[src/verilog/proc_defs.svh]
// processor core sizes and instruction encodings
// register file sizes, data width, operate format opcodes and function codes
`ifndef PROC_DEFS_SVH
`define PROC_DEFS_SVH

`define ARF_SIZE	32		// architectural registers
`define PRF_SIZE	64		// physical registers
`define ROB_SIZE	16		// reorder buffer entries
`define XLEN		64		// datapath width
`define ZERO_REG	5'd31	// reads as zero, never renamed

// operate format opcodes
`define OP_INTA		6'h10	// integer arithmetic
`define OP_INTL		6'h11	// integer logical

// function codes under INTA
`define FN_ADDQ		7'h20
`define FN_SUBQ		7'h29
// function codes under INTL
`define FN_AND		7'h00
`define FN_BIS		7'h20	// bitwise or
`define FN_XOR		7'h40
`endif

[src/verilog/rob.sv]
// reorder buffer
// circular buffer of renamed instructions, marked done on writeback and
// committed strictly in program order, one per cycle; a commit returns
// the previous mapping of its destination to the free list
`timescale 1ns/1ps
`default_nettype none
`include "proc_defs.svh"

module rob (
	input  wire								clock,
	input  wire								reset,
	input  wire								rob_alloc,
	input  wire [$clog2(`ARF_SIZE)-1:0]		ren_arn,
	input  wire [$clog2(`PRF_SIZE)-1:0]		ren_prn,
	input  wire [$clog2(`PRF_SIZE)-1:0]		old_prn,
	input  wire								wb_valid,
	input  wire [$clog2(`ROB_SIZE)-1:0]		wb_rob_idx,
	output logic [$clog2(`ROB_SIZE)-1:0]	rob_tail,		// index the next alloc gets
	output logic							rob_full,
	output logic							free_valid,
	output logic [$clog2(`PRF_SIZE)-1:0]	free_prn,
	output logic [$clog2(`PRF_SIZE)-1:0]	commit_prn,
	output logic							commit_valid,
	output logic [$clog2(`ARF_SIZE)-1:0]	commit_arn,
	output logic							commit_wr_en
);
	logic [$clog2(`ARF_SIZE)-1:0]	arn_q [`ROB_SIZE];
	logic [$clog2(`PRF_SIZE)-1:0]	prn_q [`ROB_SIZE];
	logic [$clog2(`PRF_SIZE)-1:0]	old_q [`ROB_SIZE];
	logic [`ROB_SIZE-1:0]			done_q;
	logic [$clog2(`ROB_SIZE)-1:0]	head;
	logic [$clog2(`ROB_SIZE)-1:0]	tail;
	logic [$clog2(`ROB_SIZE):0]		count;
	logic [$clog2(`ROB_SIZE)-1:0]	wb_off;		// writeback distance from head

	assign rob_tail = tail;
	// one more inst may already sit in the rename register
	assign rob_full = (count == `ROB_SIZE) || ((count == `ROB_SIZE - 1) && rob_alloc);

	assign commit_valid = (count != 0) && done_q[head];
	assign commit_arn   = arn_q[head];
	assign commit_prn   = prn_q[head];
	assign commit_wr_en = (arn_q[head] != `ZERO_REG);
	assign free_valid   = commit_valid && commit_wr_en;	// r31 never held a register
	assign free_prn     = old_q[head];
	assign wb_off       = wb_rob_idx - head;

	always_ff @(posedge clock) begin
		if (reset) begin
			head   <= '0;
			tail   <= '0;
			count  <= '0;
			done_q <= '0;
		end else begin
			if (rob_alloc) begin
				done_q[tail] <= 1'b0;
				tail         <= tail + 1'b1;
			end
			if (wb_valid) begin
				done_q[wb_rob_idx] <= 1'b1;
			end
			if (commit_valid) begin
				head <= head + 1'b1;
			end
			count <= count + ($clog2(`ROB_SIZE)+1)'(rob_alloc)
			         - ($clog2(`ROB_SIZE)+1)'(commit_valid);
		end
	end

	always_ff @(posedge clock) begin
		if (rob_alloc) begin
			arn_q[tail] <= ren_arn;
			prn_q[tail] <= ren_prn;
			old_q[tail] <= old_prn;
		end
	end

	assert property (@(posedge clock) disable iff (reset) rob_alloc |-> count != `ROB_SIZE)
		else $error("rob: allocation while full");

	// ex may only finish an entry that is live and still pending
	assert property (@(posedge clock) disable iff (reset)
		wb_valid |-> ({1'b0, wb_off} < count) && !done_q[wb_rob_idx])
		else $error("rob: writeback to an empty entry");

endmodule

`default_nettype wire

[config.mk]
export PLATFORM = sky130hd
export DESIGN_NAME = rob
export DESIGN_NICKNAME = d
export VERILOG_FILES = /design/src/verilog/rob.sv
export VERILOG_INCLUDE_DIRS = /design/src /design/src/verilog
export SDC_FILE = /design/constraint.sdc
export NUM_CORES = 1
export LEC_CHECK = 0
export BUFFER_PORTS_ARGS = -buffer_cell sky130_fd_sc_hd__buf_4
export CAP_MARGIN = 20
export CORE_AREA = 8 8 150 152
export DETAILED_ROUTE_END_ITERATION = 6
export DIE_AREA = 0 0 158 160
export PLACE_DENSITY = 0.77
export SYNTH_ARGS = -nofsm -noshare
export SYNTH_HDL_FRONTEND = slang
export SYNTH_SLANG_ARGS = --single-unit
[constraint.sdc]
create_clock -name clock -period 3.75 [get_ports clock]
set_input_delay 0.375 -clock clock [delete_from_list [all_inputs] [get_ports clock]]
set_output_delay 0.375 -clock clock [all_outputs]
set_load 0.03 [all_outputs]
==> metrics.txt <==
# TYPE chip_impl_metric gauge
chip_impl_metric{name="count_of_distinct_cell_types_in_the_synthesized_netlist",unit=""} 33
chip_impl_metric{name="layout_worst_path_cycle_share",unit="%"} 90.0
chip_impl_metric{name="worstSkewPairLatency",unit="ps"} 540
chip_impl_metric{name="detailedPlacementHpwl",unit="mm"} 13.8
chip_impl_metric{name="grt_max_degree",unit=""} 34
chip_impl_metric{name="maximum_buffer_depth_of_the_clock_tree",unit=""} 3
chip_impl_metric{name="reg2reg_slack",unit="ps"} 520
chip_impl_metric{name="cp_data_arrival_time",unit="ps"} 3000
chip_impl_metric{name="port-buffer-count",unit=""} 49
chip_impl_metric{name="globalRouteMet3Util",unit="%"} 3.43
chip_impl_metric{name="final-seq-area",unit="µm²"} 8830
chip_impl_metric{name="wire_per_inst",unit="µm"} 25.9
chip_impl_metric{name="vdd.ir_drop.worst",unit="mV"} 0.341
chip_impl_metric{name="power.internal",unit="µW"} 5580
chip_impl_metric{name="clkTransAtPathRegs",unit="ps"} 70
chip_impl_metric{name="drt_iter0_markers",unit=""} 465
chip_impl_info{name="worstSetupStartpointType",value="flip-flop"} 1
chip_impl_info{name="grt-busiest-layer",value="met2"} 1
chip_impl_metric{name="die_height",unit="µm"} 160
chip_impl_info{name="hold_path_class",value="in2reg"} 1
chip_impl_metric{name="fillerInstances",unit=""} 1296
chip_impl_metric{name="power.density",unit="nW/µm²"} 518
chip_impl_info{name="synth_flop_cell",value="edfxtp_1"} 1
chip_impl_metric{name="layout_setup_ws",unit="ps"} 375
chip_impl_info{name="cp_cell_sequence",value="buf_4, nor2b_1, a22oi_1, and3_1, nor4_1, a21oi_1, buf_4"} 1
chip_impl_metric{name="ys_async_sr_fraction",unit="%"} 0
chip_impl_info{name="critical_path.top_delay_family",value="simple AND/OR/NAND/NOR gates"} 1
chip_impl_metric{name="first_global_vias",unit=""} 6250
chip_impl_metric{name="gr_met2_demand_resource",unit="%"} 33.9
chip_impl_metric{name="layoutNonFillerInstCount",unit=""} 956
chip_impl_metric{name="ff_to_ff_path_depth",unit=""} 12
chip_impl_metric{name="synthesized_cell_area",unit="µm²"} 11900
chip_impl_metric{name="critical_path_depth",unit=""} 7
chip_impl_metric{name="cp_data_required_time",unit="ps"} 3380
chip_impl_metric{name="power_frac_comb",unit="%"} 5.8
chip_impl_metric{name="switching_share",unit="%"} 20.9
chip_impl_info{name="worst_setup_path_endpoint",value="free_valid"} 1
chip_impl_metric{name="p_switching",unit="µW"} 1470
chip_impl_metric{name="tritoncts.num_buffers",unit=""} 29
chip_impl_metric{name="numPlacedInstances",unit=""} 900
chip_impl_info{name="cpMaxStageDelayCell",value="dfxtp_1"} 1
chip_impl_info{name="clk_root_buffer_cell",value="clkbuf_16"} 1
chip_impl_metric{name="drt_wl_total",unit="mm"} 24.8
chip_impl_metric{name="hold_viol_final",unit=""} 0
chip_impl_metric{name="finalHoldWorstSlack",unit="ps"} 138
chip_impl_metric{name="route.vias.total",unit=""} 5965
chip_impl_metric{name="grt_first_pass_wirelength",unit="mm"} 37.4
chip_impl_metric{name="initial_utilization",unit="%"} 59.3
chip_impl_info{name="reg2reg_to",value="count[4]"} 1
chip_impl_metric{name="post-synth-top-area-fraction",unit="%"} 68.7
chip_impl_info{name="endpoint_kind",value="primary output"} 1
chip_impl_metric{name="finalSetupViolCount",unit=""} 0
chip_impl_metric{name="post-cts-setup-buffers",unit=""} 0
chip_impl_metric{name="syn_inst",unit=""} 598
chip_impl_metric{name="ioPinCount",unit=""} 50
chip_impl_metric{name="grt_usage",unit="%"} 19.9
chip_impl_info{name="post_synth_main_area_contributors",value="edfxtp_1 69%, mux4_2 16%, dfxtp_1 5.6%, a22oi_1 1.2%, nor2_1 1.2%"} 1
chip_impl_metric{name="die_area",unit="µm²"} 25300
chip_impl_info{name="synthMostInstantiatedCell",value="edfxtp_1"} 1
chip_impl_metric{name="timing.fmax",unit="MHz"} 296
chip_impl_metric{name="number_of_enable_type_register_cells_in_the_synthesized_netlist",unit=""} 272
chip_impl_info{name="synthTopCellsByCount",value="272 x edfxtp_1, 85 x mux4_2, 38 x nor2_1"} 1
chip_impl_metric{name="cts_repair_resize_count",unit=""} 0
chip_impl_metric{name="total_power",unit="µW"} 7050
chip_impl_metric{name="clkPwrFrac",unit="%"} 40.4
chip_impl_info{name="tritoncts",value="built"} 1
chip_impl_metric{name="critical_path_buf_inv_count",unit=""} 2
chip_impl_info{name="grt_setup_unrepaired",value="false"} 1
chip_impl_metric{name="first_pass_iters",unit=""} 5
chip_impl_info{name="criticalPathCategory",value="reg2out"} 1
chip_impl_metric{name="placement.setup.worst_slack",unit="ps"} 550
chip_impl_metric{name="slew_headroom",unit="%"} 26.3
chip_impl_metric{name="final_max_slew_viol_count",unit=""} 0
chip_impl_metric{name="areaGrowthSynthToFinish",unit="%"} 14.4
chip_impl_metric{name="ant_nets",unit=""} 0
chip_impl_metric{name="route.detailed.vias_per_inst",unit=""} 6.24
chip_impl_metric{name="die_w",unit="µm"} 158
chip_impl_metric{name="floorplan.core_area",unit="µm²"} 20000
chip_impl_metric{name="crit_fanout",unit=""} 13
chip_impl_metric{name="final_layout_size_suffix_gt1_share",unit="%"} 28.7
chip_impl_metric{name="cts-hold-fix-buffers",unit=""} 0
chip_impl_info{name="critical-path-top-cell-by-count",value="buf_4"} 1
chip_impl_info{name="run_status",value="finished clean"} 1
chip_impl_metric{name="ys_warn_count",unit=""} 0
chip_impl_info{name="crit-reg2reg-launch",value="head[0]"} 1
chip_impl_metric{name="final_nets",unit=""} 702
chip_impl_metric{name="count_of_h_tree_levels_built_during_cts",unit=""} 1
chip_impl_metric{name="syn_area_per_cell",unit="µm²"} 19.9
chip_impl_info{name="post-synth-top-area-cell",value="edfxtp_1"} 1
chip_impl_metric{name="groute.layer.met1.usage",unit="%"} 25.5
chip_impl_metric{name="finalCriticalPeriod",unit="ps"} 3370
chip_impl_metric{name="synth_seq_area_share",unit="%"} 74.3
chip_impl_metric{name="maxCapViolations",unit=""} 0
chip_impl_metric{name="synth_fp_nets",unit=""} 635
chip_impl_metric{name="max_slew.worst_pin.slew",unit="ps"} 1100
chip_impl_metric{name="power.static_leakage",unit="µW"} 0.00453
chip_impl_metric{name="antennaDiodeCount",unit=""} 0
chip_impl_metric{name="grt_remaining_overflow",unit=""} 0
chip_impl_metric{name="detail_route.drc_violations",unit=""} 0
chip_impl_metric{name="initial_antenna_violation_count",unit=""} 0
chip_impl_metric{name="finalSetupTns",unit="ps"} 0
chip_impl_metric{name="multi_input_area",unit="µm²"} 2820
chip_impl_metric{name="critical_path.max_stage_delay",unit="ps"} 580
chip_impl_metric{name="placement_rows",unit=""} 52
chip_impl_metric{name="final_estimated_routing_congestion_in_global_placement",unit=""} 0.846
chip_impl_metric{name="synth.ff_latch_count",unit=""} 305
chip_impl_metric{name="timing.clock.skew",unit="ps"} 7.27
chip_impl_metric{name="pwr-share-seq",unit="%"} 53.7
chip_impl_metric{name="clkSinkCount",unit=""} 305
## layer usage
metal,share of wire [%],vias up,wire [µm]
met1,39,3110,9550
met2,52,271,12900
li1,-,2529,-
met3,6.2,55,1540
met5,0,-,0
met4,3.1,0,765
## stage by stage
| step | utilization, % | cell area [µm²] |
|---|---|---|
| 2_1_floorplan | - | 11900 |
| 3_3_place_gp | 62.6 | 12600 |
| 4_1_cts | 67.3 | 13500 |
| 6_report | 67.9 | 13600 |
| 5_1_grt | 67.9 | 13600 |
| 3_5_place_dp | 62.6 | 12600 |
## flip-flops by register name, summed over array words and instances (netlist names), named ones only
name      count
rob_tail      4
old_q        96
head          4
count         5
done_q       16
arn_q        80
prn_q        96
## cell usage in the layout, fill, tap and decap left out, types with 3 or more instances in the layout
cell type    n
a21oi_1      8
a22oi_1     19
and3_1       6
buf_16       4
buf_4       56
clkbuf_1     4
clkbuf_16   31
clkinv_2     8
dfxtp_1     31
edfxtp_1   272
ha_1        11
inv_1       29
inv_4        3
mux4_2      85
nand2_1     26
nand3_1     11
nor2_1      38
nor2b_1      5
xnor2_1      3
xor2_1       5
## final cells by class
cell class | instances | area share, %
Sequential cell | 305 | 64.9
Multi-Input combinational cell | 237 | 20.8
Clock buffer | 36 | 5.91
Timing Repair Buffer | 61 | 4.05
Tap cell | 270 | 2.48
Clock inverter | 16 | 0.993
Inverter | 31 | 0.855
## how the worst min path moves through the flow
| stage | start | to | slack [ps] | depth (start not counted) |
|---|---|---|---|---|
| 2_1_floorplan | done_q[15] | done_q[15] | 450 | 2 |
| 3_3_place_gp | done_q[15] | done_q[15] | 470 | 2 |
| 3_5_place_dp | done_q[12] | done_q[12] | 480 | 2 |
| 4_1_cts | old_prn[1] | old_q[12][1] | 120 | 1 |
| 5_1_grt | old_prn[1] | old_q[12][1] | 130 | 1 |
| 6_report | ren_arn[1] | arn_q[15][1] | 140 | 1 |
## logic make-up after synthesis
family	synth area share [%]
mux	16.3
compound gates	1.77
simple gates	3.80
fa+ha+maj	1.33
buf+inv	1.96
flops	74.3
xor+xnor	0.590
## power by group through the flow
stage               registers, µW  logic [µW]  clock network, µW
finish                       3790         412               2850
global route                 3790         447               3010
CTS                          3790         413               2890
detailed placement           3860         410                  0
global placement             3860         383                  0
floorplan                    3850         254                  0
Note: power is estimated with default switching activity, not from simulation.
