$ cat src/verilog/proc_defs.svh
// processor core sizes and instruction encodings
// register file sizes, data width, operate format opcodes and function codes
`ifndef PROC_DEFS_SVH
`define PROC_DEFS_SVH

`define ARF_SIZE	32		// architectural registers
`define PRF_SIZE	64		// physical registers
`define ROB_SIZE	16		// reorder buffer entries
`define XLEN		64		// datapath width
`define ZERO_REG	5'd31	// reads as zero, never renamed

// operate format opcodes
`define OP_INTA		6'h10	// integer arithmetic
`define OP_INTL		6'h11	// integer logical

// function codes under INTA
`define FN_ADDQ		7'h20
`define FN_SUBQ		7'h29
// function codes under INTL
`define FN_AND		7'h00
`define FN_BIS		7'h20	// bitwise or
`define FN_XOR		7'h40
`endif

$ cat src/verilog/proc_pkg.sv
// processor core types
// the two views of an operate format word and the ALU operation codes
`default_nettype none

package proc_pkg;

	// register form, rb is the second source
	typedef struct packed {
		logic [5:0]	opcode;
		logic [4:0]	ra;
		logic [4:0]	rb;
		logic [2:0]	pad;		// should be zero
		logic		lit_flag;	// low in this form
		logic [6:0]	func;
		logic [4:0]	rc;			// destination
	} reg_view_t;

	// literal form, 8 bit literal replaces rb
	typedef struct packed {
		logic [5:0]	opcode;
		logic [4:0]	ra;
		logic [7:0]	literal;	// zero extended by ex
		logic		lit_flag;	// high in this form
		logic [6:0]	func;
		logic [4:0]	rc;
	} lit_view_t;

	typedef union packed {
		reg_view_t	reg_view;
		lit_view_t	lit_view;
	} alpha_inst_u;

	typedef enum logic [2:0] {ALU_ADD, ALU_SUB, ALU_AND, ALU_OR, ALU_XOR} alu_op_e;

endpackage

`default_nettype wire

$ cat src/verilog/ex_stage.sv
// execute stage
// selects operands, runs the single cycle ALU and registers the result
// for writeback to the register file and the ROB
`timescale 1ns/1ps
`default_nettype none
`include "proc_defs.svh"

module ex_stage (
	input  wire								clock,
	input  wire								reset,
	input  wire								ren_valid,
	input  wire proc_pkg::alu_op_e			ren_op,
	input  wire [7:0]						ren_literal,
	input  wire								ren_lit_flag,
	input  wire								ren_src_a_zero,
	input  wire								ren_src_b_zero,
	input  wire [$clog2(`PRF_SIZE)-1:0]		ren_prn,
	input  wire [$clog2(`ROB_SIZE)-1:0]		ren_idx,		// rob entry of this inst
	input  wire [`XLEN-1:0]					src_a_value,
	input  wire [`XLEN-1:0]					src_b_value,
	output logic							wb_valid,
	output logic [$clog2(`PRF_SIZE)-1:0]	wb_prn,
	output logic [`XLEN-1:0]				wb_value,
	output logic [$clog2(`ROB_SIZE)-1:0]	wb_rob_idx
);
	import proc_pkg::*;

	logic [`XLEN-1:0]	opa;
	logic [`XLEN-1:0]	opb;
	logic [`XLEN-1:0]	result;

	assign opa = ren_src_a_zero ? '0 : src_a_value;	// r31 reads zero
	assign opb = ren_lit_flag   ? {{(`XLEN-8){1'b0}}, ren_literal}
	           : ren_src_b_zero ? '0 : src_b_value;

	always_comb begin
		case (ren_op)
			ALU_ADD:	result = opa + opb;
			ALU_SUB:	result = opa - opb;
			ALU_AND:	result = opa & opb;
			ALU_OR:		result = opa | opb;
			ALU_XOR:	result = opa ^ opb;
			default:	result = '0;
		endcase
	end

	always_ff @(posedge clock) begin
		if (reset) begin
			wb_valid <= 1'b0;
		end else begin
			wb_valid <= ren_valid;
		end
	end

	always_ff @(posedge clock) begin
		if (ren_valid) begin
			wb_prn     <= ren_prn;
			wb_value   <= result;
			wb_rob_idx <= ren_idx;
		end
	end

endmodule

`default_nettype wire

$ cat config.mk
export PLATFORM = sky130hd
export DESIGN_NAME = ex_stage
export DESIGN_NICKNAME = d
export VERILOG_FILES = /design/src/verilog/proc_pkg.sv /design/src/verilog/ex_stage.sv
export VERILOG_INCLUDE_DIRS = /design/src /design/src/verilog
export SDC_FILE = /design/constraint.sdc
export NUM_CORES = 1
export LEC_CHECK = 0
export BUFFER_PORTS_ARGS = -buffer_cell sky130_fd_sc_hd__buf_2
export CAP_MARGIN = 25
export CORE_MARGIN = 8
export CORE_UTILIZATION = 45
export CTS_CLUSTER_SIZE = 40
export DETAILED_ROUTE_END_ITERATION = 8
export GPL_TIMING_DRIVEN = 0
export PLACE_DENSITY = 0.67
export SETUP_SLACK_MARGIN = 0.05
export SLEW_MARGIN = 20
export SYNTH_ARGS = -nofsm -noshare
export SYNTH_HDL_FRONTEND = slang
export SYNTH_SLANG_ARGS = --single-unit
$ cat constraint.sdc
create_clock -name clock -period 7.6 [get_ports clock]
set_input_delay 1.52 -clock clock [delete_from_list [all_inputs] [get_ports clock]]
set_output_delay 1.52 -clock clock [all_outputs]
set_load 0.005 [all_outputs]
==> tab_implementation.tex <==
\begin{tabular}{lr}
\hline
Metric & Value \\
\hline
\multicolumn{2}{l}{\textbf{Global route}} \\
\quad Global-route congestion overflow total & 0 \\
\quad GR Util All Layers & 29.3\% \\
\quad Antenna violations before repair & 3 \\
\quad Vias in the first global route & 12800 \\
\quad First-pass GRT wire length & 74700 um \\
\quad Maximum number of pins on one net before global-route repair & 39 \\
\multicolumn{2}{l}{\textbf{Synthesis}} \\
\quad Proportion of synthesized area in mux cells & 1.65\% \\
\quad Cell taking the most area after synthesis & sky130\_fd\_sc\_hd\_\_ha\_1 \\
\quad Dominant synthesized flop cell & sky130\_fd\_sc\_hd\_\_edfxtp\_1 \\
\quad Synth Area in Simple Gates & 19.6\% \\
\quad Leading cell types by total area after synthesis & sky130\_fd\_sc\_hd\_\_ha\_1 (19\%), sky130\_fd\_sc\_hd\_\_edfxtp\_1 (18\%), sky130\_fd\_sc\_hd\_\_xnor2\_1 (6.1\%), sky130\_fd\_sc\_hd\_\_a21oi\_1 (5.2\%), sky130\_fd\_sc\_hd\_\_inv\_1 (5.1\%) \\
\quad Async set-reset flop share out of synthesis & 0\% \\
\quad Synthesized netlist cell count & 1601 \\
\quad Post-synthesis sequential element count & 75 \\
\quad Post-Synth Adder-Cell Area & 19.7\% \\
\quad Complex-gate fraction of the synthesized area & 24.7\% \\
\quad Mapped Nets & 1946 \\
\quad Post-synthesis instance area & 12100 um2 \\
\quad Post-synth cell types & 74 \\
\quad Proportion of netlist area held by the largest area contributor & 19.5\% \\
\quad Synth Area per Inst & 7.58 um2 \\
\quad Xor/xnor share of the synthesized area & 7.87\% \\
\quad Count of warnings emitted by yosys & 0 \\
\quad Dominant combinational cell family by area after synthesis & compound AO/OA/AOI/OAI gates \\
\quad Number of flops mapped to enable cells by yosys & 74 \\
\quad Sequential share of the synthesized area & 18.5\% \\
\multicolumn{2}{l}{\textbf{Power}} \\
\quad Part of the power in the clock network & 27.3\% \\
\quad Power density of the placed cells & 128 nW/um2 \\
\quad IR Drop Worst-Case VDD & 90.5 uV \\
\quad Internal power consumption & 1.06 mW \\
\quad Net load switching power & 743 uW \\
\quad Switching power share of the total & 41.1\% \\
\quad Flop pwr share & 28.7\% \\
\quad Pleak & 6.97 nW \\
\quad Fraction of power consumed by combinational cells & 44.0\% \\
\multicolumn{2}{l}{\textbf{Route}} \\
\quad Pre-antenna DRT Iters & 8 \\
\quad Via-per-instance ratio & 5.94 \\
\quad Routed WL & 49900 um \\
\quad Iter 0 DRT Violations & 1162 \\
\quad Average routed wire per standard cell & 22.8 um \\
\quad DR vias & 13000 \\
\quad Number of DRC violations after detailed routing & 0 \\
\quad Number of routed nets with antenna violations & 0 \\
\multicolumn{2}{l}{\textbf{Placement}} \\
\quad Placed Cells & 2171 \\
\quad Number of port buffers & 226 \\
\quad Placement Cell Area & 13700 um2 \\
\quad Post-detailed-placement half-perimeter wirelength & 40300 um \\
\quad Routability congestion estimate & 0.988 \\
\multicolumn{2}{l}{\textbf{Timing}} \\
\quad Final clock period utilization by the worst path & 97.9\% \\
\quad Number of max-slew violations in the final report & 0 \\
\quad Fmax & 0.134 GHz \\
\quad Worst Max-Slew Pin Slew & 0.995 ns \\
\quad Number of hold violations in the final report & 0 \\
\quad Remaining max-slew budget at the tightest pin & 33.7\% \\
\quad RSZ-0062 raised after global routing & no \\
\quad Sum of negative setup slack & 0 ns \\
\quad Final number of setup-violating endpoints & 0 \\
\quad Final min period & 7.44 ns \\
\multicolumn{2}{l}{\textbf{Clock tree}} \\
\quad Number of clock buffers inserted by TritonCTS & 9 \\
\quad Clk root buf & sky130\_fd\_sc\_hd\_\_clkbuf\_16 \\
\quad Clock input transition at the sequential cells of the worst setup and hold paths & 0.08 ns \\
\quad TritonCTS clock tree & yes \\
\quad H-Tree Depth & 3 \\
\quad CTS Sinks & 75 \\
\quad Clock Tree Buf Depth & 2 \\
\quad Hold Buf Count CTS & 0 \\
\multicolumn{2}{l}{\textbf{Floorplanning}} \\
\quad IO Count & 230 \\
\quad Die outline area & 32500 um2 \\
\quad Total number of placement rows & 60 \\
\quad Die Y-Extent & 180 um \\
\quad Effective utilization at floorplan & 45.4\% \\
\quad Placeable core region & 26700 um2 \\
\quad Width of the chip & 180 um \\
\multicolumn{2}{l}{\textbf{Setup path}} \\
\quad Worst-path maximum fanout & 10 \\
\quad Category of the most critical setup path & input pin to register \\
\quad Kind of end point of the critical path & register \\
\quad Worst Path Arrival & 7.56 ns \\
\quad Origin of the worst setup path & ren\_src\_b\_zero \\
\quad Kind of start point of the critical path & input pin \\
\quad Capture point of the worst path & wb\_value[57] \\
\quad Data required time at the worst endpoint & 7.72 ns \\
\multicolumn{2}{l}{\textbf{Hold path}} \\
\quad Type of the tightest min-delay check & input pin to register \\
\quad Hold Path Stages & 2 \\
\multicolumn{2}{l}{\textbf{Layout}} \\
\quad Fraction of final layout cells with drive strength greater than 1 & 15.0\% \\
\quad Number of filler instances in the final layout & 2718 \\
\quad Net count reported at finish & 2186 \\
\quad Area taken by flip-flops and latches & 2240 um2 \\
\quad Total non-filler cell area in the finished layout & 14100 um2 \\
\quad Final Non-Filler Cells & 2188 \\
\quad Signed area change from the synthesized netlist to the final layout & 16.1\% \\
\quad Core Util, Final & 52.7\% \\
\quad Area occupied by multi-input gates & 8930 um2 \\
\multicolumn{2}{l}{\textbf{Run}} \\
\quad Max-cap check violation count & 0 \\
\multicolumn{2}{l}{\textbf{Outcome}} \\
\quad Outcome & completed \\
\hline
\end{tabular}
[synth_stat cells (all sizes together), types with 3 or more instances]
cell     instances
a31oi           12
o21bai          14
nor3            22
a41oi            6
nand3           20
o311ai           4
a311oi           3
or3              8
o2111ai          4
edfxtp          74
a22oi           11
or4              5
a221o            5
a21oi          128
a211o            3
o221ai          21
and2            10
or2              3
o41ai            4
mux2i           20
a31o             3
xor2            24
nor4            14
clkbuf          85
nand2b          76
buf              7
and3             6
nor2           121
a2bb2oi          4
a211oi          45
nand2          149
nand4           25
nor2b           11
inv            165
o21ai          122
o31ai           13
ha             189
o21a            11
a21o            31
nor3b            8
o211ai           6
xnor2           85
[how the worst min path moves through the flow]
stage	endpoint	startpoint	slack [ns]
after floorplan	wb_valid	reset	1.59
after global placement	wb_valid	reset	1.68
after detailed placement	wb_valid	reset	1.69
after CTS	wb_valid	reset	1.30
after global routing	wb_valid	reset	1.30
final	wb_valid	reset	1.30
[critical path, cell delays in order]
cell and delay (ns):
sky130_fd_sc_hd__buf_2 0.14, sky130_fd_sc_hd__nor2_2 0.16, sky130_fd_sc_hd__buf_6 0.21, sky130_fd_sc_hd__clkbuf_2 0.37
sky130_fd_sc_hd__buf_2 0.40, sky130_fd_sc_hd__buf_2 0.39, sky130_fd_sc_hd__clkbuf_4 0.35, sky130_fd_sc_hd__clkbuf_4 0.34
sky130_fd_sc_hd__nand2_1 0.16, sky130_fd_sc_hd__xnor2_1 0.15, sky130_fd_sc_hd__ha_1 0.28, sky130_fd_sc_hd__clkbuf_1 0.27
sky130_fd_sc_hd__a21oi_1 0.15, sky130_fd_sc_hd__o21ai_1 0.27, sky130_fd_sc_hd__a21oi_1 0.14, sky130_fd_sc_hd__nor3b_1 0.37
sky130_fd_sc_hd__a31o_2 0.27, sky130_fd_sc_hd__a41o_1 0.35, sky130_fd_sc_hd__a21o_1 0.29, sky130_fd_sc_hd__a41oi_2 0.27
sky130_fd_sc_hd__o21bai_1 0.27, sky130_fd_sc_hd__xor2_1 0.10, sky130_fd_sc_hd__a221o_1 0.31
[sequential cells by signal (all words and copies together), names as in the netlist]
register    count
wb_prn          6
wb_valid        1
wb_value       64
wb_rob_idx      4
[layout make-up]
type / count / area share (%)
Clock inverter: 7 / 0.596
Inverter: 165 / 4.40
Clock buffer: 9 / 1.60
Buffer: 92 / 2.67
Multi-Input combinational cell: 1269 / 63.5
Antenna cell: 1 / 0.0178
Tap cell: 341 / 3.03
Sequential cell: 75 / 15.9
Timing Repair Buffer: 229 / 8.31
[routing by layer]
metal	share of wire (%)	up-vias	track usage (%)	wire, um
met2	47	561	49.4	23300
met3	7.0	116	5.02	3500
met4	3.7	4	11.3	1860
met5	0.054	-	0	27
li1	-	6141	-	-
met1	43	6183	36.8	21200
[timing repair]
action | in CTS | in global routing
pin swaps | 0 | 0
cloned | 0 | 0
endpoints found under the setup margin | 41 | 9
resized for setup | 17 | 13
buffers inserted | 0 | 0
[through the flow]
stage	setup WS, ns	total power, mW	hold slack [ns]
6_report	0.159	1.81	1.30
5_1_grt	0.0550	1.90	1.30
2_1_floorplan	1.08	1.02	1.59
4_1_cts	0.0532	1.80	1.30
3_3_place_gp	-2.37	1.29	1.68
3_5_place_dp	-2.44	1.30	1.69
[cells by family after synthesis]
family	after synthesis
adder cells (fa/ha/maj)	190
XOR/XNOR	109
buffers and inverters	257
multiplexers	20
flip-flops	75
AND/OR/NAND/NOR	485
AO/OA/AOI/OAI	465
[cell usage in the layout (no fill, tap or decap), drive strengths merged, types with 6 or more instances in the layout]
| cell type | synthesis | final |
|---|---|---|
| a211oi | 45 | 45 |
| a21o | 31 | 31 |
| a21oi | 128 | 128 |
| a22oi | 11 | 11 |
| a31oi | 12 | 12 |
| a41oi | 6 | 6 |
| and2 | 10 | 10 |
| and3 | 6 | 6 |
| buf | 7 | 237 |
| clkbuf | 85 | 93 |
| edfxtp | 74 | 74 |
| ha | 189 | 189 |
| inv | 165 | 168 |
| mux2i | 20 | 20 |
| nand2 | 149 | 149 |
| nand2b | 76 | 76 |
| nand3 | 20 | 20 |
| nand4 | 25 | 25 |
| nor2 | 121 | 121 |
| nor2b | 11 | 11 |
| nor3 | 22 | 22 |
| nor3b | 8 | 8 |
| nor4 | 14 | 14 |
| o211ai | 6 | 6 |
| o21a | 11 | 11 |
| o21ai | 122 | 122 |
| o21bai | 14 | 14 |
| o221ai | 21 | 21 |
| o31ai | 13 | 13 |
| or3 | 8 | 8 |
| xnor2 | 85 | 85 |
| xor2 | 24 | 24 |
[power groups by stage]
stage,combinational (mW),sequential [mW],clock (mW)
after floorplan,0.480,0.536,0
after global placement,0.766,0.527,0
after detailed placement,0.774,0.528,0
after CTS,0.781,0.520,0.504
after global routing,0.871,0.523,0.510
final,0.795,0.519,0.494
No activity file was read; power rests on OpenSTA's default activity.
