$ cat src/verilog/proc_defs.svh
// processor core sizes and instruction encodings
// register file sizes, data width, operate format opcodes and function codes
`ifndef PROC_DEFS_SVH
`define PROC_DEFS_SVH

`define ARF_SIZE	32		// architectural registers
`define PRF_SIZE	64		// physical registers
`define ROB_SIZE	16		// reorder buffer entries
`define XLEN		64		// datapath width
`define ZERO_REG	5'd31	// reads as zero, never renamed

// operate format opcodes
`define OP_INTA		6'h10	// integer arithmetic
`define OP_INTL		6'h11	// integer logical

// function codes under INTA
`define FN_ADDQ		7'h20
`define FN_SUBQ		7'h29
// function codes under INTL
`define FN_AND		7'h00
`define FN_BIS		7'h20	// bitwise or
`define FN_XOR		7'h40
`endif

$ cat src/verilog/proc_pkg.sv
// processor core types
// the two views of an operate format word and the ALU operation codes
`default_nettype none

package proc_pkg;

	// register form, rb is the second source
	typedef struct packed {
		logic [5:0]	opcode;
		logic [4:0]	ra;
		logic [4:0]	rb;
		logic [2:0]	pad;		// should be zero
		logic		lit_flag;	// low in this form
		logic [6:0]	func;
		logic [4:0]	rc;			// destination
	} reg_view_t;

	// literal form, 8 bit literal replaces rb
	typedef struct packed {
		logic [5:0]	opcode;
		logic [4:0]	ra;
		logic [7:0]	literal;	// zero extended by ex
		logic		lit_flag;	// high in this form
		logic [6:0]	func;
		logic [4:0]	rc;
	} lit_view_t;

	typedef union packed {
		reg_view_t	reg_view;
		lit_view_t	lit_view;
	} alpha_inst_u;

	typedef enum logic [2:0] {ALU_ADD, ALU_SUB, ALU_AND, ALU_OR, ALU_XOR} alu_op_e;

endpackage

`default_nettype wire

$ cat src/verilog/decode_stage.sv
// decode stage
// reads the operate word through its register or literal view, maps opcode
// and function to an ALU operation and drops every other word
`timescale 1ns/1ps
`default_nettype none
`include "proc_defs.svh"

module decode_stage (
	input  wire								clock,
	input  wire								reset,
	input  wire								inst_valid,		// word on inst is offered
	input  wire proc_pkg::alpha_inst_u		inst,
	input  wire								stall,			// hold the decoded word
	output logic							dec_valid,
	output logic [$clog2(`ARF_SIZE)-1:0]	dec_ra,
	output logic [$clog2(`ARF_SIZE)-1:0]	dec_rb,
	output logic [7:0]						dec_literal,
	output logic							dec_lit_flag,
	output logic [$clog2(`ARF_SIZE)-1:0]	dec_rc,
	output proc_pkg::alu_op_e				dec_op
);
	import proc_pkg::*;

	logic		op_known;	// opcode and function both recognized
	alu_op_e	op_next;

	always_comb begin
		op_known = 1'b1;
		op_next  = ALU_ADD;
		case (inst.reg_view.opcode)
			`OP_INTA: begin
				case (inst.reg_view.func)
					`FN_ADDQ:	op_next = ALU_ADD;
					`FN_SUBQ:	op_next = ALU_SUB;
					default:	op_known = 1'b0;
				endcase
			end
			`OP_INTL: begin
				case (inst.reg_view.func)
					`FN_AND:	op_next = ALU_AND;
					`FN_BIS:	op_next = ALU_OR;
					`FN_XOR:	op_next = ALU_XOR;
					default:	op_known = 1'b0;
				endcase
			end
			default:	op_known = 1'b0;	// memory, branch, etc. not kept here
		endcase
	end

	always_ff @(posedge clock) begin
		if (reset) begin
			dec_valid <= 1'b0;
		end else if (!stall) begin
			dec_valid <= inst_valid && op_known;	// unknown words vanish here
		end
	end

	always_ff @(posedge clock) begin
		if (!stall) begin
			dec_ra       <= inst.reg_view.ra;
			dec_lit_flag <= inst.reg_view.lit_flag;
			dec_rc       <= inst.reg_view.rc;
			dec_op       <= op_next;
			if (inst.reg_view.lit_flag) begin
				dec_literal <= inst.lit_view.literal;
				dec_rb      <= `ZERO_REG;	// no second register source
			end else begin
				dec_literal <= 8'd0;
				dec_rb      <= inst.reg_view.rb;
			end
		end
	end

endmodule

`default_nettype wire

$ cat config.mk
export PLATFORM = sky130hd
export DESIGN_NAME = decode_stage
export DESIGN_NICKNAME = d
export VERILOG_FILES = /design/src/verilog/proc_pkg.sv /design/src/verilog/decode_stage.sv
export VERILOG_INCLUDE_DIRS = /design/src /design/src/verilog
export SDC_FILE = /design/constraint.sdc
export NUM_CORES = 1
export LEC_CHECK = 0
export ABC_AREA = 1
export ABC_CLOCK_PERIOD_IN_PS = 2000
export CORE_ASPECT_RATIO = 0.6
export CORE_MARGIN = 1
export CORE_UTILIZATION = 35
export DETAILED_ROUTE_END_ITERATION = 8
export DONT_BUFFER_PORTS = 1
export PLACE_DENSITY = 0.51
export SETUP_SLACK_MARGIN = 0.4
export SYNTH_ARGS = -nofsm -noshare
export SYNTH_HDL_FRONTEND = slang
export SYNTH_SLANG_ARGS = --single-unit
export TNS_END_PERCENT = 30
$ cat constraint.sdc
create_clock -name clock -period 2 [get_ports clock]
set_clock_uncertainty 0.15 [all_clocks]
set_input_delay 0.1 -clock clock [delete_from_list [all_inputs] [get_ports clock]]
set_output_delay 0.1 -clock clock [all_outputs]
set_load 0.02 [all_outputs]
==> results.toml, run 1 <==
[placement]
place_area_sq_um = 1167
hpwl_microns = 1362
port_buffers = 0
gp_congestion = 0.6419

[cells_and_area]
postLayoutCellArea_sq_um = 1489
fill_cells = 261
diodes = 0
finalNetCount = 153
syn2layout_area_growth_pct = 34.01
drive_above_1_share_pct = 13.79
multi_input_area_sq_um = 212.7
seq_area_sq_um = 830.8

[floorplan]
die_area_sq_um = 3411
initial_core_util_pct = 37.71
die_y_microns = 45.64
num_io_pins = 64
core_sq_um = 2947
die_w_microns = 74.74
std_cell_rows = 15

[routing]
drc = 0
wire_per_inst_microns = 12.92
via_per_inst = 4.392
drtAntennaViolNets = 0
routed_wl_microns = 2042
vias = 694
first_pass_iters = 4
drt_iter0_markers = 26

[yosys]
syn-num-nets = 123
synth_flop_cell = "edfxtp_1"
yosysWarningCount = 0
synth.most_common_cell = "edfxtp_1"
postSynthAreaPerCell_sq_um = 12.77
synth_area_leaders = "edfxtp_1, inv_1, nand2_1, nand3_1, or2_2"
synthTopCellsByCount = "edfxtp_1, inv_1, nand2_1"
ys_ff_latch = 28
synth-edff-count = 27
synth-async-reset-ratio_pct = 0
yosysTopAreaCell = "edfxtp_1"
synth-seq-area-share_pct = 74.77
ys_types = 16
synthCells = 87
synthDominantCellAreaShare_pct = 72.97
syn_area_sq_um = 1111

[status]
outcome = "complete, no violations"

[min_path]
hold_path_class = "in2reg"
min_from = "inst[11]"
hold_depth = 3
hold-path-endpoint = "dec_op[1]"

[flow_run]
maxCapViolations = 0

[setup_path]
crit_arrival_ns = 1.46
rr_worst_depth = 3
end_kind = "flip-flop"
crit_type = "in2reg"
reg2reg_slack_ns = 0.57
crit_fanout = 3
crit_required_ns = 2.00
startpoint_type = "input pin"
reg2reg_to = "dec_valid"
r2r_start = "dec_valid"

[sta]
maxSlewViolCount = 0
finalSetupViolCount = 0
hold_viol = 0
worst_slew_pin_slew_ns = 0.4217
rsz0062_at_grt = "false"
relSlewSlack_pct = 71.79
final.period_utilization_pct = 73.19
max_freq_mhz = 683.1
layout_min_cycle_time_ns = 1.464
tns_ns = 0

[global_routing]
grt_max_degree = 29
grt-ovfl-total = 0
grt_antenna_before_repair = 0
grt_pass1_vias = 661
track_usage_pct = 12.10
grt_pass1_wl_microns = 2904

[clock_network]
cts_setup_buffers = 0
htreeDepth = 1
cts_sinks = 28
postCtsHoldBufs = 25
clockBufferDepth = 2
cts_tree = "yes"
cts_made_buffers = 3
cts_resized = 0
insertion_delay_ns = 0.26
cts_root_buf = "clkbuf_8"
cts.clk_slew.worst_paths_ns = 0.09

[power]
leakagePower_nw = 0.6228
irDropWorstVdd_v = 0.0004442
power_density_nw_per_um2 = 851.2
-- where the power goes --
part	switching [W]	internal, W	leakage (nW)	total [W]
logic	0.0000346	0.0000419	0.316	0.0000766
registers	0.0000693	0.000693	0.271	0.000762
clock network	0.000161	0.000268	0.0357	0.000429
total	0.000265	0.00100	0.623	0.00127
-- cells in the final DEF, fill, tap and decap left out --
cell / n
edfxtp_1: 27
dlygate4sd3_1: 25
inv_1: 17
nand2_1: 15
nand3_1: 7
nor2_1: 5
or2_2: 4
clkbuf_8: 3
nand2_2: 2
nor2_2: 2
nor2_4: 1
nor3b_1: 1
nor3b_2: 1
nand4_1: 1
or2_1: 1
a21oi_2: 1
bufinv_16: 1
dfxtp_1: 1
buf_4: 1
-- how the worst max path moves through the flow --
stage / startpoint / to / slack [ns] / cells after the start
6_report: inst[7] / dec_op[0] / 0.54 / 5
5_1_grt: inst[7] / dec_op[0] / 0.47 / 5
4_1_cts: inst[7] / dec_op[0] / 0.55 / 5
3_5_place_dp: stall / dec_valid / 0.94 / 6
3_3_place_gp: stall / dec_valid / 0.96 / 6
2_1_floorplan: stall / dec_valid / 0.74 / 5
-- metal layers --
layer | vias to the layer above | GRT usage, % | part of all wire, %
met2 | 38 | 22.70 | 50
met3 | 0 | 8.186 | 12
met4 | 0 | 1.509 | 0
met1 | 317 | 11.33 | 38
met5 | - | 0 | 0
li1 | 339 | - | -
-- critical path, stage by stage --
cell	delay, ns
nor2_4	0.11
dlygate4sd3_1	0.56
nand4_1	0.08
dlygate4sd3_1	0.56
nand2_1	0.05
-- cell families (layout without fill, tap and decap cells) --
family,after synthesis,in the layout,synth area share (%)
buf+inv,18,47,6.081
flops,28,28,74.78
simple gates,40,40,18.36
compound gates,1,1,0.7884
-- stage by stage --
step | hold WS (ns) | cells | setup slack, ns | utilization [%] | power [W]
after global routing | 0.01375 | 158 | 0.4703 | 50.53 | 0.001315
after floorplan | 0.01244 | 87 | 0.7354 | - | 0.0008026
after global placement | 0.01323 | 129 | 0.9632 | 39.62 | 0.0008124
after CTS | 0.001371 | 158 | 0.5497 | 50.53 | 0.001280
after detailed placement | 0.01413 | 129 | 0.9421 | 39.62 | 0.0008152
final | 0.01266 | 158 | 0.5361 | 50.53 | 0.001267
-- flip-flops by register name, summed over array words and instances (netlist names) --
register / cells
dec_lit_flag: 1
dec_literal: 8
dec_op: 3
dec_ra: 5
dec_rb: 5
dec_rc: 5
dec_valid: 1
-- final cells by class --
| type | instances | share of cell area, % |
|---|---|---|
| clock buffers | 3 | 2.773 |
| clock inverters | 1 | 2.017 |
| inverters | 17 | 4.286 |
| multi-input cells | 41 | 14.29 |
| flip-flops and latches | 28 | 55.80 |
| well taps | 42 | 3.529 |
| repair buffers | 26 | 17.31 |
No activity file was read; power rests on OpenSTA's default activity.
==> run 2: changes to the inputs <==
--- a/config.mk
+++ b/config.mk
@@ -6,8 +6,8 @@
 export SDC_FILE = /design/constraint.sdc
 export NUM_CORES = 1
 export LEC_CHECK = 0
-export ABC_AREA = 1
-export ABC_CLOCK_PERIOD_IN_PS = 2000
+export ABC_AREA = 0
+export ABC_CLOCK_PERIOD_IN_PS = 1400
 export CORE_ASPECT_RATIO = 0.6
 export CORE_MARGIN = 1
 export CORE_UTILIZATION = 35
==> constraint.sdc (replaced) <==
create_clock -name clock -period 1.4 [get_ports clock]
set_clock_uncertainty 0.15 [all_clocks]
set_input_delay 0.07 -clock clock [delete_from_list [all_inputs] [get_ports clock]]
set_output_delay 0.07 -clock clock [all_outputs]
set_load 0.02 [all_outputs]
==> run 2 against run 1 <==
  * Sequential power rose by 43%
  * Critical path type unchanged
  * Die area fell by 7.1%
  * Hold slack got worse by 0.26 ns
  * Non-clock buffer count fell by 1
  * Area after synthesis fell by 7.3%
  * Routed wire length fell by 12%
  * Via count fell by 16%
  * Power rose by 26%
  * Largest power group unchanged
  * First-iteration DRC count rose by 42%
  * Setup slack got worse by 0.14 ns
  * The run now ends with negative hold slack left
  * Core utilization rose by 2.2 points
  * Critical path depth fell by 3
==> results.toml, run 2 <==
[status]
outcome = "finished with violations"
violations = "negative hold slack"

[routing]
vias = 581
first_pass_iters = 4
drt_iter0_markers = 37
drtAntennaViolNets = 0
wire_per_inst_microns = 13.80
via_per_inst = 4.469
routed_wl_microns = 1794
drc = 0

[cells_and_area]
finalNetCount = 127
syn2layout_area_growth_pct = 35.36
fin_util_pct = 52.70
top_register = "dec_literal"
final_common_cell = "edfxtp_1"
fill_cells = 229
diodes = 0
layout_common_cells = "edfxtp_1, dlygate4sd3_1, and2_1, or2_2, nor2_1"
largest_reg_flops = 8
drive_above_1_share_pct = 13.33

[yosys]
synth_area_leaders = "edfxtp_1, and2_1, or2_2, dfxtp_1, nor2_1"
synth-async-reset-ratio_pct = 0
synth.most_common_cell = "edfxtp_1"
yosysWarningCount = 0
postSynthAreaPerCell_sq_um = 16.61
synthDominantCellAreaShare_pct = 78.74
synthCells = 62
yosysTopAreaCell = "edfxtp_1"
syn_area_sq_um = 1030
syn-num-nets = 98
ys_ff_latch = 28
synth-edff-count = 27
ys_types = 19
synth-seq-area-share_pct = 80.68
synthTopCellsByCount = "edfxtp_1, and2_1, or2_2"
synth_flop_cell = "edfxtp_1"

[global_routing]
track_usage_pct = 11.94
grt_max_degree = 28
grt_pass1_vias = 600
grt-ovfl-total = 0
grt_antenna_before_repair = 0
grt_pass1_wl_microns = 2711

[floorplan]
die_w_microns = 72.03
std_cell_rows = 14
core_sq_um = 2645
initial_core_util_pct = 38.93
die_area_sq_um = 3170
num_io_pins = 64
die_y_microns = 44.02

[clock_network]
insertion_delay_ns = 0.26
cts_setup_buffers = 0
cts.clk_slew.worst_paths_ns = 0.08
htreeDepth = 1
cts_tree = "yes"
cts_root_buf = "clkbuf_8"
clockBufferDepth = 2
cts_made_buffers = 3
cts_sinks = 28

[min_path]
hold_path_class = "in2reg"

[setup_path]
critPathTopFamily = "buffers and inverters"
crit_type = "in2reg"
crit_fanout = 2
crit_path_cell_trace = "dlygate4sd3_1 -> or2_2"
cpPeakStageDelay_ns = 0.54
end_kind = "flip-flop"
cp_slowest_cell = "dlygate4sd3_1"
cp.buffers_inverters = 1
startpoint_type = "input pin"
crit_required_ns = 1.27
crit_arrival_ns = 0.87

[sta]
hold_viol = 10
hold_slack_ns = -0.2523
max_freq_mhz = 992.1
worst_slew_pin_slew_ns = 0.5313
layout_min_cycle_time_ns = 1.008
final.period_utilization_pct = 72.00
tns_ns = 0
finalSetupViolCount = 0
rsz0062_at_grt = "true"
maxSlewViolCount = 0
relSlewSlack_pct = 64.51

[power]
leakagePower_nw = 0.4881
irDropWorstVdd_v = 0.0005875
power_density_nw_per_um2 = 1147

[placement]
gp_congestion = 0.6946
hpwl_microns = 1137
port_buffers = 0

[flow_run]
maxCapViolations = 0
[run 2: cell types whose count changed after synthesis, moves of 2 or more]
cell	before	now
inv_1	17	2
nand3_1	7	0
nand2_1	15	3
nand2_2	2	0
nor2_2	2	0
and2_1	0	8
[run 2: cell type report]
type | instances | area [sq um] | share of cell area [%]
multi-input cells | 31 | 201.4 | 14.45
inverters | 2 | 11.26 | 0.8079
well taps | 40 | 50.05 | 3.591
clock inverters | 1 | 3.754 | 0.2693
flip-flops and latches | 28 | 830.8 | 59.60
repair buffers | 25 | 255.2 | 18.31
clock buffers | 3 | 41.29 | 2.962
[run 2: timing repair]
| item | CTS | global route |
|---|---|---|
| hold endpoints to repair | 28 | 10 |
| setup endpoints to repair | 0 | 19 |
| hold buffers | 21 | 4 |
| resized for setup | 0 | 3 |
[run 2: metrics by stage]
| stage | std cells | setup slack [ns] | total power (W) | area [sq um] |
|---|---|---|---|---|
| detailed placement | 101 | 0.1596 | 0.001149 | 1086 |
| global route | 130 | 0.3737 | 0.001668 | 1394 |
| CTS | 126 | 0.4053 | 0.001606 | 1341 |
| global placement | 101 | 0.2334 | 0.001150 | 1086 |
| floorplan | 62 | 0.2755 | 0.001137 | 1040 |
| finish | 130 | 0.3920 | 0.001599 | 1394 |
[run 2: final timing paths]
kind | slack [ns] | endpoint | startpoint | cells past startpoint
setup reg to reg | 0.49 | dec_valid | dec_valid | 2
setup / recovery | 0.39 | dec_rb[1] | inst[17] | 2
hold reg to reg | 0.46 | dec_valid | dec_valid | 2
hold / removal | -0.25 | dec_lit_flag | inst[12] | 0
[run 2: worst register-to-register path, cell delays in order, from the launching register on]
cell and delay [ns]:
dfxtp_1 0.46, nand2_1 0.10, o32ai_2 0.12
[run 2: kinds of logic after synthesis]
logic type             Yosys count  synth area share [%]
AOI/OAI and AO/OA                4                 2.551
buffers and inverters            3                 1.093
DFF                             28                 80.68
and+or+nand+nor                 27                 15.68
[run 2: metal layers]
metal | wire [microns] | up-vias | GRT usage (%) | share of wire (%)
li1 | - | 280 | - | -
met2 | 854 | 37 | 21.32 | 48
met4 | 9 | 0 | 1.176 | 0.50
met5 | 0 | - | 0 | 0
met1 | 715 | 262 | 11.90 | 40
met3 | 214 | 2 | 8.656 | 12
[run 2: where the power goes]
group | switching [W] | internal [W] | total, W
clock | 0.000216 | 0.000196 | 0.000412
combinational | 0.0000340 | 0.0000652 | 0.0000992
sequential | 0.0000980 | 0.000990 | 0.00109
